File: src/verilog/video_cfg.svh
// video frame buffer configuration
`ifndef VIDEO_CFG_SVH
`define VIDEO_CFG_SVH

//////////////////////////////////////////////////////////////////////
// raster timing
//////////////////////////////////////////////////////////////////////

// horizontal, in columns
`define H_ACTIVE   48
`define H_SYNC_ON  52
`define H_SYNC_OFF 58
`define H_TOTAL    64

// vertical, in lines
`define V_ACTIVE   24
`define V_SYNC_ON  26
`define V_SYNC_OFF 28
`define V_TOTAL    30

//////////////////////////////////////////////////////////////////////
// stored image and its window on screen
//////////////////////////////////////////////////////////////////////

// width must stay a power of two, address is {row, column}
`define IMG_W      16
`define IMG_H      8
`define X_OFF      8
`define Y_OFF      4

// bank read latency in cycles
`define RD_LAT     2
// grey shown around the image window
`define FILL_PIXEL 8'h80

`endif

File: src/verilog/video_pkg.sv
// video frame buffer types
`include "video_cfg.svh"

package video_pkg;

   // who owns which bank, see bank_arbiter
   typedef enum logic [1:0] {
      mode_view,
      mode_source,
      mode_copy,
      mode_result
   } mode_t;

   // one byte of grey per pixel
   typedef logic [7:0] pixel_t;

   // bank address, row then column
   typedef logic [$clog2(`IMG_W * `IMG_H)-1:0] vaddr_t;

   // raster counters
   typedef logic [$clog2(`H_TOTAL)-1:0] hcount_t;
   typedef logic [$clog2(`V_TOTAL)-1:0] vcount_t;

endpackage

File: src/verilog/raster_timing.sv
// raster sync and blank generator
`timescale 1ns/1ps
`include "video_cfg.svh"

module raster_timing
   import video_pkg::*;
(
   input  logic    clk,
   input  logic    arst_n,
   output hcount_t hcount,
   output vcount_t vcount,
   output logic    hsync,
   output logic    vsync,
   output logic    blank
);

   logic hblank;
   logic vblank;
   logic hblank_on;
   logic hsync_on;
   logic hsync_off;
   logic hreset;
   logic vblank_on;
   logic vsync_on;
   logic vsync_off;
   logic vreset;
   logic next_hblank;
   logic next_vblank;

   // decode one column early so every output is a register
   assign hblank_on = (hcount == hcount_t'(`H_ACTIVE - 1));
   assign hsync_on  = (hcount == hcount_t'(`H_SYNC_ON - 1));
   assign hsync_off = (hcount == hcount_t'(`H_SYNC_OFF - 1));
   assign hreset    = (hcount == hcount_t'(`H_TOTAL - 1));

   // line events only count on the last column
   assign vblank_on = hreset && (vcount == vcount_t'(`V_ACTIVE - 1));
   assign vsync_on  = hreset && (vcount == vcount_t'(`V_SYNC_ON - 1));
   assign vsync_off = hreset && (vcount == vcount_t'(`V_SYNC_OFF - 1));
   assign vreset    = hreset && (vcount == vcount_t'(`V_TOTAL - 1));

   // blank look-ahead for the next column
   assign next_hblank = hreset ? 1'b0 : (hblank_on ? 1'b1 : hblank);
   assign next_vblank = vreset ? 1'b0 : (vblank_on ? 1'b1 : vblank);

   always_ff @(posedge clk or negedge arst_n) begin
      if (!arst_n) begin
         hcount <= '0;
         vcount <= '0;
         hblank <= 1'b0;
         vblank <= 1'b0;
         hsync  <= 1'b1;
         vsync  <= 1'b1;
         blank  <= 1'b1;
      end else begin
         hcount <= hreset ? '0 : hcount + 1'b1;
         if (hreset) begin
            vcount <= vreset ? '0 : vcount + 1'b1;
         end
         hblank <= next_hblank;
         vblank <= next_vblank;
         // syncs are active low
         hsync  <= hsync_on ? 1'b0 : (hsync_off ? 1'b1 : hsync);
         vsync  <= vsync_on ? 1'b0 : (vsync_off ? 1'b1 : vsync);
         blank  <= next_vblank | next_hblank;
      end
   end

endmodule

File: src/verilog/frame_reader.sv
// display reader with address forecast
`timescale 1ns/1ps
`include "video_cfg.svh"

module frame_reader
   import video_pkg::*;
(
   input  logic    clk,
   input  logic    arst_n,
   input  hcount_t hcount,
   input  vcount_t vcount,
   input  logic    hsync,
   input  logic    vsync,
   input  logic    blank,
   output vaddr_t  rd_addr,
   input  pixel_t  rd_data,
   output pixel_t  vid_pixel,
   output logic    vid_hsync,
   output logic    vid_vsync,
   output logic    vid_blank
);

   localparam int HW     = $bits(hcount_t) + 1;
   localparam int X_BITS = $clog2(`IMG_W);
   localparam int Y_BITS = $clog2(`IMG_H);

   logic [HW-1:0]      h_ahead;
   logic               line_wrap;
   hcount_t            h_fc;
   vcount_t            v_fc;
   hcount_t            x_img;
   vcount_t            y_img;
   logic               in_win;
   logic [`RD_LAT-1:0] in_win_q;

   //////////////////////////////////////////////////////////////////////
   // forecast RD_LAT columns ahead so data lands on time
   //////////////////////////////////////////////////////////////////////

   // extra bit so the sum cannot overflow before the wrap test
   assign h_ahead   = {1'b0, hcount} + HW'(`RD_LAT);
   assign line_wrap = (h_ahead >= HW'(`H_TOTAL));
   assign h_fc      = line_wrap ? hcount_t'(h_ahead - HW'(`H_TOTAL)) : hcount_t'(h_ahead);

   always_comb begin
      if (!line_wrap) begin
         v_fc = vcount;
      end else if (vcount == vcount_t'(`V_TOTAL - 1)) begin
         v_fc = '0;
      end else begin
         v_fc = vcount + 1'b1;
      end
   end

   // position inside the stored image
   assign x_img  = h_fc - hcount_t'(`X_OFF);
   assign y_img  = v_fc - vcount_t'(`Y_OFF);
   assign in_win = (h_fc >= hcount_t'(`X_OFF)) && (x_img < hcount_t'(`IMG_W)) &&
                   (v_fc >= vcount_t'(`Y_OFF)) && (y_img < vcount_t'(`IMG_H));

   assign rd_addr = {y_img[Y_BITS-1:0], x_img[X_BITS-1:0]};

   //////////////////////////////////////////////////////////////////////
   // output register, one cycle behind the counters
   //////////////////////////////////////////////////////////////////////

   always_ff @(posedge clk or negedge arst_n) begin
      if (!arst_n) begin
         in_win_q  <= '0;
         vid_pixel <= '0;
         vid_hsync <= 1'b1;
         vid_vsync <= 1'b1;
         vid_blank <= 1'b1;
      end else begin
         // window flag travels with the read
         in_win_q[0] <= in_win;
         for (int i = 1; i < `RD_LAT; i++) begin
            in_win_q[i] <= in_win_q[i-1];
         end
         vid_hsync <= hsync;
         vid_vsync <= vsync;
         vid_blank <= blank;
         if (blank) begin
            vid_pixel <= '0;
         end else if (in_win_q[`RD_LAT-1]) begin
            vid_pixel <= rd_data;
         end else begin
            vid_pixel <= pixel_t'(`FILL_PIXEL);
         end
      end
   end

endmodule

File: src/verilog/camera_writer.sv
// camera pixel writer for bank 0
`timescale 1ns/1ps
`include "video_cfg.svh"

module camera_writer
   import video_pkg::*;
(
   input  logic   clk,
   input  logic   arst_n,
   input  logic   cam_valid,
   input  logic   cam_frame_start,
   input  pixel_t cam_pixel,
   output vaddr_t cam_addr,
   output pixel_t cam_data,
   output logic   cam_we
);

   localparam int N_PIX = `IMG_W * `IMG_H;

   vaddr_t wr_ptr;
   vaddr_t this_addr;

   // frame start restarts at the top left pixel
   assign this_addr = cam_frame_start ? '0 : wr_ptr;

   always_ff @(posedge clk or negedge arst_n) begin
      if (!arst_n) begin
         wr_ptr <= '0;
         cam_we <= 1'b0;
      end else begin
         cam_we <= cam_valid;
         if (cam_valid) begin
            // row-major, wrap after the last pixel
            wr_ptr <= (this_addr == vaddr_t'(N_PIX - 1)) ? '0 : this_addr + 1'b1;
         end else if (cam_frame_start) begin
            wr_ptr <= '0;
         end
      end
   end

   always_ff @(posedge clk) begin
      if (cam_valid) begin
         cam_addr <= this_addr;
         cam_data <= cam_pixel;
      end
   end

endmodule

File: src/verilog/frame_mirror.sv
// bank copy engine with horizontal mirror
`timescale 1ns/1ps
`include "video_cfg.svh"

module frame_mirror
   import video_pkg::*;
(
   input  logic   clk,
   input  logic   arst_n,
   input  logic   copy_start,
   output vaddr_t src_addr,
   input  pixel_t src_data,
   output vaddr_t dst_addr,
   output pixel_t dst_data,
   output logic   dst_we,
   output logic   copy_done
);

   localparam int N_PIX  = `IMG_W * `IMG_H;
   localparam int X_BITS = $clog2(`IMG_W);

   typedef enum logic [1:0] {
      st_idle,
      st_run,
      st_drain
   } state_t;

   state_t             state;
   vaddr_t             src_cnt;
   logic               issue;
   logic               last_issue;
   vaddr_t             mirror_addr;
   logic [`RD_LAT-1:0] vld_q;
   logic [`RD_LAT-1:0] last_q;
   vaddr_t             dst_q [`RD_LAT];

   // one source read per cycle while running
   assign issue      = (state == st_run);
   assign last_issue = issue && (src_cnt == vaddr_t'(N_PIX - 1));
   assign src_addr   = src_cnt;

   // width is a power of two so inverting the column gives IMG_W-1-x
   assign mirror_addr = {src_cnt[$bits(vaddr_t)-1:X_BITS], ~src_cnt[X_BITS-1:0]};

   always_ff @(posedge clk or negedge arst_n) begin
      if (!arst_n) begin
         state     <= st_idle;
         src_cnt   <= '0;
         vld_q     <= '0;
         last_q    <= '0;
         copy_done <= 1'b0;
      end else begin
         case (state)
            st_idle: begin
               if (copy_start) begin
                  state   <= st_run;
                  src_cnt <= '0;
               end
            end
            st_run: begin
               src_cnt <= src_cnt + 1'b1;
               if (last_issue) begin
                  state <= st_drain;
               end
            end
            st_drain: begin
               // wait for the final write to leave the pipe
               if (last_q[`RD_LAT-1]) begin
                  state <= st_idle;
               end
            end
            default: state <= st_idle;
         endcase
         vld_q[0]  <= issue;
         last_q[0] <= last_issue;
         for (int i = 1; i < `RD_LAT; i++) begin
            vld_q[i]  <= vld_q[i-1];
            last_q[i] <= last_q[i-1];
         end
         copy_done <= last_q[`RD_LAT-1];
      end
   end

   // destination address follows its read through the bank latency
   always_ff @(posedge clk) begin
      dst_q[0] <= mirror_addr;
      for (int i = 1; i < `RD_LAT; i++) begin
         dst_q[i] <= dst_q[i-1];
      end
   end

   assign dst_addr = dst_q[`RD_LAT-1];
   assign dst_data = src_data;
   assign dst_we   = vld_q[`RD_LAT-1];

endmodule

File: src/verilog/bank_arbiter.sv
// mode-driven bank routing
`timescale 1ns/1ps

module bank_arbiter
   import video_pkg::*;
(
   input  mode_t  mode,
   input  vaddr_t cam_addr,
   input  pixel_t cam_data,
   input  logic   cam_we,
   input  vaddr_t rd_addr,
   input  vaddr_t src_addr,
   input  vaddr_t dst_addr,
   input  pixel_t dst_data,
   input  logic   dst_we,
   output vaddr_t bank0_addr,
   output pixel_t bank0_wdata,
   output logic   bank0_we,
   output vaddr_t bank1_addr,
   output pixel_t bank1_wdata,
   output logic   bank1_we,
   input  pixel_t bank0_rdata,
   input  pixel_t bank1_rdata,
   output pixel_t rd_data,
   output pixel_t src_data
);

   always_comb begin
      // unowned banks idle at address 0, readers see 0
      bank0_addr  = '0;
      bank0_wdata = '0;
      bank0_we    = 1'b0;
      bank1_addr  = '0;
      bank1_wdata = '0;
      bank1_we    = 1'b0;
      rd_data     = '0;
      src_data    = '0;
      case (mode)
         // camera fills bank 0
         mode_view: begin
            bank0_addr  = cam_addr;
            bank0_wdata = cam_data;
            bank0_we    = cam_we;
         end
         mode_source: begin
            bank0_addr = rd_addr;
            rd_data    = bank0_rdata;
         end
         // mirror reads bank 0 and writes bank 1
         mode_copy: begin
            bank0_addr  = src_addr;
            src_data    = bank0_rdata;
            bank1_addr  = dst_addr;
            bank1_wdata = dst_data;
            bank1_we    = dst_we;
         end
         mode_result: begin
            bank1_addr = rd_addr;
            rd_data    = bank1_rdata;
         end
         default: ;
      endcase
   end

endmodule

File: src/verilog/zbt_bank.sv
// pipelined pixel memory bank
`timescale 1ns/1ps
`include "video_cfg.svh"

module zbt_bank (
   input  logic                                clk,
   input  logic [$clog2(`IMG_W * `IMG_H)-1:0] addr,
   input  logic [7:0]                          wdata,
   input  logic                                we,
   output logic [7:0]                          rdata
);

   localparam int DEPTH = `IMG_W * `IMG_H;

   logic [7:0]               mem [DEPTH];
   logic [$clog2(DEPTH)-1:0] addr_q;

   always_ff @(posedge clk) begin
      // write lands at the edge that sees we
      if (we) begin
         mem[addr] <= wdata;
      end
      // address stage then data stage, two cycles to rdata
      addr_q <= addr;
      rdata  <= mem[addr_q];
   end

endmodule

File: src/verilog/video_frame_top.sv
// video frame buffer top level
`timescale 1ns/1ps

module video_frame_top
   import video_pkg::*;
(
   input  logic   clk,
   input  logic   arst_n,
   input  mode_t  mode,
   input  logic   cam_valid,
   input  logic   cam_frame_start,
   input  pixel_t cam_pixel,
   input  logic   copy_start,
   output logic   copy_done,
   output pixel_t vid_pixel,
   output logic   vid_hsync,
   output logic   vid_vsync,
   output logic   vid_blank
);

   hcount_t hcount;
   vcount_t vcount;
   logic    hsync;
   logic    vsync;
   logic    blank;
   vaddr_t  rd_addr;
   pixel_t  rd_data;
   vaddr_t  cam_addr;
   pixel_t  cam_data;
   logic    cam_we;
   vaddr_t  src_addr;
   pixel_t  src_data;
   vaddr_t  dst_addr;
   pixel_t  dst_data;
   logic    dst_we;
   vaddr_t  bank0_addr;
   pixel_t  bank0_wdata;
   logic    bank0_we;
   pixel_t  bank0_rdata;
   vaddr_t  bank1_addr;
   pixel_t  bank1_wdata;
   logic    bank1_we;
   pixel_t  bank1_rdata;

   //////////////////////////////////////////////////////////////////////
   // raster and display path
   //////////////////////////////////////////////////////////////////////

   raster_timing timing (
      .clk    (clk),
      .arst_n (arst_n),
      .hcount (hcount),
      .vcount (vcount),
      .hsync  (hsync),
      .vsync  (vsync),
      .blank  (blank)
   );

   frame_reader reader (
      .clk       (clk),
      .arst_n    (arst_n),
      .hcount    (hcount),
      .vcount    (vcount),
      .hsync     (hsync),
      .vsync     (vsync),
      .blank     (blank),
      .rd_addr   (rd_addr),
      .rd_data   (rd_data),
      .vid_pixel (vid_pixel),
      .vid_hsync (vid_hsync),
      .vid_vsync (vid_vsync),
      .vid_blank (vid_blank)
   );

   //////////////////////////////////////////////////////////////////////
   // memory writers
   //////////////////////////////////////////////////////////////////////

   camera_writer cam_wr (
      .clk             (clk),
      .arst_n          (arst_n),
      .cam_valid       (cam_valid),
      .cam_frame_start (cam_frame_start),
      .cam_pixel       (cam_pixel),
      .cam_addr        (cam_addr),
      .cam_data        (cam_data),
      .cam_we          (cam_we)
   );

   frame_mirror mirror (
      .clk        (clk),
      .arst_n     (arst_n),
      .copy_start (copy_start),
      .src_addr   (src_addr),
      .src_data   (src_data),
      .dst_addr   (dst_addr),
      .dst_data   (dst_data),
      .dst_we     (dst_we),
      .copy_done  (copy_done)
   );

   //////////////////////////////////////////////////////////////////////
   // bank ownership and the two banks
   //////////////////////////////////////////////////////////////////////

   bank_arbiter arbiter (
      .mode        (mode),
      .cam_addr    (cam_addr),
      .cam_data    (cam_data),
      .cam_we      (cam_we),
      .rd_addr     (rd_addr),
      .src_addr    (src_addr),
      .dst_addr    (dst_addr),
      .dst_data    (dst_data),
      .dst_we      (dst_we),
      .bank0_addr  (bank0_addr),
      .bank0_wdata (bank0_wdata),
      .bank0_we    (bank0_we),
      .bank1_addr  (bank1_addr),
      .bank1_wdata (bank1_wdata),
      .bank1_we    (bank1_we),
      .bank0_rdata (bank0_rdata),
      .bank1_rdata (bank1_rdata),
      .rd_data     (rd_data),
      .src_data    (src_data)
   );

   zbt_bank bank0 (
      .clk   (clk),
      .addr  (bank0_addr),
      .wdata (bank0_wdata),
      .we    (bank0_we),
      .rdata (bank0_rdata)
   );

   zbt_bank bank1 (
      .clk   (clk),
      .addr  (bank1_addr),
      .wdata (bank1_wdata),
      .we    (bank1_we),
      .rdata (bank1_rdata)
   );

endmodule

File: config.mk
export PLATFORM = sky130hd
export DESIGN_NAME = video_frame_top
export DESIGN_NICKNAME = d
export VERILOG_FILES = /design/src/verilog/video_pkg.sv /design/src/verilog/raster_timing.sv /design/src/verilog/frame_reader.sv /design/src/verilog/camera_writer.sv /design/src/verilog/frame_mirror.sv /design/src/verilog/bank_arbiter.sv /design/src/verilog/zbt_bank.sv /design/src/verilog/video_frame_top.sv
export VERILOG_INCLUDE_DIRS = /design/src /design/src/verilog
export SDC_FILE = /design/constraint.sdc
export NUM_CORES = 2
export LEC_CHECK = 0
export BUFFER_PORTS_ARGS = -buffer_cell sky130_fd_sc_hd__buf_2
export CAP_MARGIN = 0
export CELL_PAD_IN_SITES_DETAIL_PLACEMENT = 1
export CELL_PAD_IN_SITES_GLOBAL_PLACEMENT = 1
export CORE_MARGIN = 8
export CORE_UTILIZATION = 57
export DETAILED_ROUTE_END_ITERATION = 8
export PLACE_DENSITY_LB_ADDON = 0.25
export SYNTH_ARGS = -nofsm -noshare
export SYNTH_HDL_FRONTEND = slang
export SYNTH_HIERARCHICAL = 1
export SYNTH_SLANG_ARGS = --single-unit
File: constraint.sdc
create_clock -name clk -period 4.8 [get_ports clk]
set_clock_uncertainty 0.1 [all_clocks]
set_input_delay 0.24 -clock clk [delete_from_list [all_inputs] [get_ports clk]]
set_output_delay 0.24 -clock clk [all_outputs]
set_load 0.02 [all_outputs]
Word level (Yosys, flattened, before mapping)
Memory sizes are Yosys's and may differ from the RTL's. A register that Yosys moved wholly into a read port is not among the register bits. Index checks and enable logic that the tools add are counted.

Memories kept: 3. Output and inout bits: 12. Memory bits (writable): 2062. Bits of input ports: 15. Register bits: 80.

Memory list: bank0.mem (words 128, width 8, rd ports 1, clocked after memory_dff 1, write ports 1, RTL line zbt_bank.sv:15) `logic [7:0] mem [DEPTH];`; bank1.mem (words 128, width 8, rd ports 1, clocked after memory_dff 1, write ports 1, RTL line zbt_bank.sv:15); mirror.dst_q (words 2, width 7, rd ports 2, clocked after memory_dff 0, write ports 2, RTL line frame_mirror.sv:35) `` vaddr_t dst_q [`RD_LAT]; ``.

Bitwise logic cells: 2. Eq/ne operators: 18. Magnitude comparators: 5. Mux-type cells: 35. Reductions and logical operators: 15. $add $sub $neg: 8.

Operators by type and width (count): $mux W8 (4); $mux W7 (4); $pmux W7 S2 (2); $eq A6 B6 Y1 const B (4); $pmux W7 S3 (1); $eq A5 B5 Y1 const B (4); $pmux W8 S2 (1); $mux W5 (3); $add A7 B1 Y7 const B (2); $eq A7 B7 Y1 const B (2); $mux W1 (14); $mux W6 (2); $logic_and A1 B1 Y1 (8); $add A6 B2 Y7 const B (1); $ge A7 B7 Y1 const B (1); $add A6 B1 Y6 const B (1); $eq A2 B2 Y1 const B (3); $ge A6 B4 Y1 const B (1); $lt A6 B5 Y1 const B (1); $mux W2 (3); $pmux W2 S3 (1); $reduce_bool A2 Y1 (3); $sub A6 B1 Y6 const B (1); $sub A6 B4 Y6 const B (1); 12 further kinds (15).

Depth between registers and ports, before layout
Word-level depth: 8. Depth in mapped cells: 12. Depth with buffers taken out: 11.

By module
Netlist, hierarchy kept.

By module, submodules not included: zbt_bank (area each 39805.7 sq um, cells each 1642, seq. area each 31049.8 sq um, instances 2); frame_mirror (area each 1022.2 sq um, cells each 89, seq. area each 630.6 sq um, instances 1); camera_writer (area each 919.6 sq um, cells each 56, seq. area each 650.6 sq um, instances 1); frame_reader (area each 797.0 sq um, cells each 72, seq. area each 329.1 sq um, instances 1); raster_timing (area each 795.8 sq um, cells each 78, seq. area each 404.1 sq um, instances 1); bank_arbiter (area each 658.1 sq um, cells each 80, seq. area each 0.0 sq um, instances 1).

Worst setup path after synthesis
Ideal clock, no wire load.

Kind: flip-flop to flip-flop. From: reg timing.vcount[0]. To: mem bank0.mem[82][0], enable pin. Required time: 4317 ps. Slack: 1303 ps. Arrival time: 3014 ps. Stages on the path, launching flop included: 12. Library setup time: 383 ps. Buffers on the path: 1. Path through: dfrtp_1 ha_1 and4_1 buf_4 o211ai_1 a22o_1 inv_1 mux2i_1 o2bb2ai_1 nor2b_1 nand3_1 nor3_1.

Longest elaborated chain between the ends: 5.

RTL lines: from (decl) (RTL line raster_timing.sv:11) `output vcount_t vcount,`; from (signal assigned) (RTL line raster_timing.sv:58) `vcount <= vreset ? '0 : vcount + 1'b1;`; $add A5 B1 Y5 / $eq A5 B5 Y1 (equally long branches) (RTL line frame_reader.sv:51, frame_reader.sv:48); $mux W5 (RTL line frame_reader.sv:48) `` end else if (vcount == vcount_t'(`V_TOTAL - 1)) begin ``; $mux W5 * (RTL line frame_reader.sv:46) `if (!line_wrap) begin`; $sub A5 B3 Y5 * (RTL line frame_reader.sv:57) `` assign y_img = v_fc - vcount_t'(`Y_OFF); ``; named net rd_addr[6] (RTL line video_frame_top.sv:26) `vaddr_t rd_addr;`; $pmux W7 S3 * (RTL line bank_arbiter.sv:38) `case (mode)`; named net bank0_addr[6] (RTL line video_frame_top.sv:36) `vaddr_t bank0_addr;`; to (decl) (RTL line zbt_bank.sv:15).

The timed path passes the listed nets; every way through them passes the cells marked *.

Worst setup path in the final report
From: reg timing.vcount[0]. To: mem bank1.mem[88][0], enable pin.

Longest elaborated chain between the ends: 5.

RTL lines: $add A5 B1 Y5 / $eq A5 B5 Y1 (equally long branches) (RTL line frame_reader.sv:51, frame_reader.sv:48); $mux W5 (RTL line frame_reader.sv:48); $mux W5 * (RTL line frame_reader.sv:46); $sub A5 B3 Y5 * (RTL line frame_reader.sv:57); named net rd_addr[6] (RTL line video_frame_top.sv:26); $pmux W7 S2 * (RTL line bank_arbiter.sv:38); named net bank1_addr[6] (RTL line video_frame_top.sv:40) `vaddr_t bank1_addr;`; to (decl) (RTL line zbt_bank.sv:15).

Marks and branches as above.

==> results.sh <==
export IMPL_via_per_inst=6.585
export IMPL_postLayoutCellArea_mm2=0.09501
export IMPL_fin_crit_ns=4.620
export IMPL_dp_hpwl_mm=133.9
export IMPL_initial_core_util_pct=57.50
export IMPL_syn2layout_area_growth_pct=13.37
export IMPL_r2r_end="bank1/mem[88][0]$_DFFE_PP_"
export IMPL_synth_nets=3688
export IMPL_drive_above_1_share_pct=32.75
export IMPL_worst_ep_arrival_time_ns=4.97
export IMPL_worstMarginPinSlew_ns=1.277
export IMPL_coreArea_mm2=0.1457
export IMPL_path_clk_slew_ns=0.06
export IMPL_routed_wl_mm=215.5
export IMPL_synth_edf_count=2063
export IMPL_die_area_mm2=0.1596
export IMPL_ys_ff_latch=2158
export IMPL_async_flop_share_pct=2.363
export IMPL_p_leak_nw=29.93
export IMPL_rrSetupSlack_ns=0.18
export IMPL_num_vias=39980
export IMPL_crit_type="reg -> reg"
export IMPL_clock_fmax_mhz=216.5
export IMPL_rr_startpoint="timing/vcount[0]$_DFFE_PN0N_"
export IMPL_intPower_mw=32.76
export IMPL_ctsResizeCount=0
export IMPL_r2r_cells=10
export IMPL_whs_ns=0.04901
export IMPL_setup_tns_ns=0
export IMPL_ir_drop_v=0.0004924
export IMPL_h_tree_depth=4
export IMPL_core_rowCount=140
export IMPL_postCtsSetupBuffers=0
export IMPL_place_area_mm2=0.08774
export IMPL_maxCapViolCount=0
export IMPL_rsz0062_at_grt="no"
export IMPL_numClockSinks=2158
export IMPL_crit_required_ns=5.15
export IMPL_drt_iter0_drc=4437
export IMPL_routedWlPerCell_um=35.50
export IMPL_sw_frac_of_total_pct=23.79
export IMPL_fin_crit_sh_pct=96.25
export IMPL_synthCells=3659
export IMPL_finish_utilization_pct=65.19
export IMPL_critPathLaunchType="flip-flop"
export IMPL_ys_warn_count=6
export IMPL_drc=0
export IMPL_cp_endpoint="bank1/mem[88][0]$_DFFE_PP_"
export IMPL_seqPwrFrac_pct=49.2
export IMPL_postSynthAreaPerCell_um2=22.90
export IMPL_dp_cells=5659
export IMPL_synth_cell_types=73
export IMPL_hp_class="in -> reg"
export IMPL_dr_pass1_iters=5
export IMPL_slew_headroom_pct=14.84
export IMPL_gp_congestion=0.8526
export IMPL_pwr_share_comb_pct=11.1
export IMPL_startpoint="timing/vcount[0]$_DFFE_PN0N_"
export IMPL_root_buffer="clkbuf_16"
export IMPL_powerDensity_mw_per_mm2=452.4
export IMPL_synth_area_mm2=0.08380
export IMPL_synthFlopType="edfxtp_1"
export IMPL_ant_nets=0
export IMPL_antenna_found_initial=5
export IMPL_grt_first_pass_wirelength_mm=312.5
export IMPL_nets=3996
export IMPL_cp_end_kind="flip-flop"
export IMPL_synth_seq_area_share_pct=76.50
export IMPL_cts_tree="done"
export IMPL_finalSetupViolCount=0
export IMPL_dieWidth_um=399.4
export IMPL_cts_buffer_depth=3
export IMPL_switchingPower_mw=10.23
export IMPL_cts_buffers=208
export IMPL_boundaryPins=27
export IMPL_instances_no_fill=6071
export IMPL_power_share_clock_pct=39.6
export IMPL_grt_usage_pct=27.29
export IMPL_grt_max_degree=105
export IMPL_hold_viol_final=0
export IMPL_clk_latency_ns=0.84
export IMPL_cp_max_fo=12
export IMPL_die_h_um=399.4
export IMPL_grt_overflow=0
export IMPL_status="complete, no violations"
export IMPL_port_buffers=26
export IMPL_drv_slew=0
export IMPL_first_global_vias=42521
-- cell families after synthesis --
group,synth area share (%)
buffers and inverters,1.386
AO/OA/AOI/OAI,0.5464
XOR/XNOR,0.08360
AND/OR/NAND/NOR,2.684
flip-flops,76.50
multiplexers,18.59
adder cells (fa/ha/maj),0.2090
-- critical path, cell delays in order, from the launching register on --
cell and delay, ns:
dfrtp_1 0.56, ha_1 0.22, and4_1 0.32, o211ai_1 0.11, a22o_1 0.32, inv_1 0.14
mux2i_1 0.11, nor2b_1 0.67, nor2b_1 0.48, nand3_1 0.48, nor2_1 0.73
-- flip-flops by register name (all words and copies together), names as in the netlist, 2 cells and up --
| signal | cells |
|---|---|
| bank0/addr_q | 7 |
| bank0/mem | 1024 |
| bank0/rdata | 8 |
| bank1/addr_q | 7 |
| bank1/mem | 1024 |
| bank1/rdata | 8 |
| cam_wr/cam_addr | 7 |
| cam_wr/cam_data | 8 |
| cam_wr/wr_ptr | 7 |
| mirror/dst_q | 14 |
| mirror/last_q | 2 |
| mirror/src_addr | 7 |
| mirror/state | 2 |
| mirror/vld_q | 2 |
| reader/in_win_q | 2 |
| reader/vid_pixel | 8 |
| timing/hcount | 6 |
| timing/vcount | 5 |
-- layout by cell type (no fill, tap or decap), types with 26 or more instances in the layout --
master,instances
buf_12,32
buf_2,26
buf_4,236
bufinv_16,32
clkbuf_1,31
clkbuf_16,209
clkinv_1,51
clkinv_2,42
dfrtp_1,45
dfxtp_1,36
edfxtp_1,2063
mux4_2,672
nand2_1,43
nand3_1,40
nor2_1,254
nor2b_1,33
-- worst min path at each step --
stage	slack (ns)	cells after the start	from	to
detailed placement	0.21	0	mirror/dst_q[0][1]$_DFF_P_	mirror/dst_q[0][8]$_DFF_P_
global placement	0.21	0	mirror/dst_q[0][3]$_DFF_P_	mirror/dst_q[0][10]$_DFF_P_
global route	0.03	2	cam_pixel[6]	cam_wr/cam_data[6]$_DFFE_PP_
floorplan	-0.16	0	arst_n	cam_wr/cam_we$_DFF_PN0_
CTS	0.0006	2	cam_pixel[2]	cam_wr/cam_data[2]$_DFFE_PP_
finish	0.05	2	cam_pixel[2]	cam_wr/cam_data[2]$_DFFE_PP_
-- Yosys cell counts, types with 3 or more instances --
| cell | count | area share, % |
|---|---|---|
| xor2_1 | 4 | 0.042 |
| nor2b_1 | 33 | 0.25 |
| o22ai_1 | 3 | 0.022 |
| and2_1 | 35 | 0.26 |
| mux2_2 | 17 | 0.23 |
| dfrtp_1 | 45 | 1.3 |
| and3_1 | 3 | 0.022 |
| dfxtp_1 | 44 | 1.1 |
| ha_1 | 14 | 0.21 |
| buf_6 | 9 | 0.12 |
| nand2b_1 | 5 | 0.037 |
| xnor2_1 | 4 | 0.042 |
| mux4_2 | 672 | 18 |
| buf_1 | 36 | 0.16 |
| o2bb2ai_1 | 7 | 0.073 |
| o211ai_1 | 5 | 0.045 |
| inv_1 | 21 | 0.094 |
| o21ai_0 | 5 | 0.030 |
| a22o_1 | 3 | 0.031 |
| dfstp_2 | 6 | 0.19 |
| nand4_1 | 9 | 0.067 |
| nand2_1 | 44 | 0.20 |
| nand3_1 | 40 | 0.24 |
| a21oi_1 | 5 | 0.030 |
| nor3_1 | 19 | 0.11 |
| or3_1 | 4 | 0.030 |
| buf_2 | 33 | 0.20 |
| and2b_2 | 6 | 0.063 |
| mux2i_1 | 25 | 0.30 |
| nor2_1 | 254 | 1.1 |
| edfxtp_1 | 2063 | 74 |
| nand4b_1 | 3 | 0.031 |
| clkbuf_1 | 88 | 0.39 |
| o21ai_1 | 5 | 0.030 |
| buf_4 | 43 | 0.39 |
| o31ai_1 | 3 | 0.027 |
-- routing by layer --
layer  vias up  routed length, um  GRT usage, %
met3       398              15460         4.762
met5         -                 44             0
met2      1985             109800         46.05
met1     21566              81960         36.43
met4         6               8248         9.469
li1      16025                  -             -
-- power groups by stage --
stage               Combinational [mW]  Sequential (mW)  Clock, mW
floorplan                         3.23             21.3          0
global placement                  4.59             21.5          0
detailed placement                4.73             21.6          0
CTS                               4.80             21.2       17.1
global route                      4.93             21.2       17.7
finish                            4.78             21.2       17.0
-- metrics by stage --
stage,setup WS [ns],power (mW)
after CTS,0.2096,43.09
after floorplan,1.303,24.50
after global routing,0.02097,43.81
after global placement,0.4810,26.13
final,0.1800,42.98
after detailed placement,0.2370,26.29
-- layout make-up --
cell class                 instances  area [um2]
antenna                            1       2.502
clock inverter                   154        1739
inverter                          21       78.83
timing repair buffer             309        2693
tap                             1917        2399
fill                           11270       50730
sequential                      2158       64140
clock buffer                     242        5374
multi-input combinational       1269       18580
-- what timing repair did --
item,CTS,global route
endpoints found under the setup margin,0,0
hold endpoints to repair,93,0
hold buffers,15,0
Power figures use the tool's default switching activity.
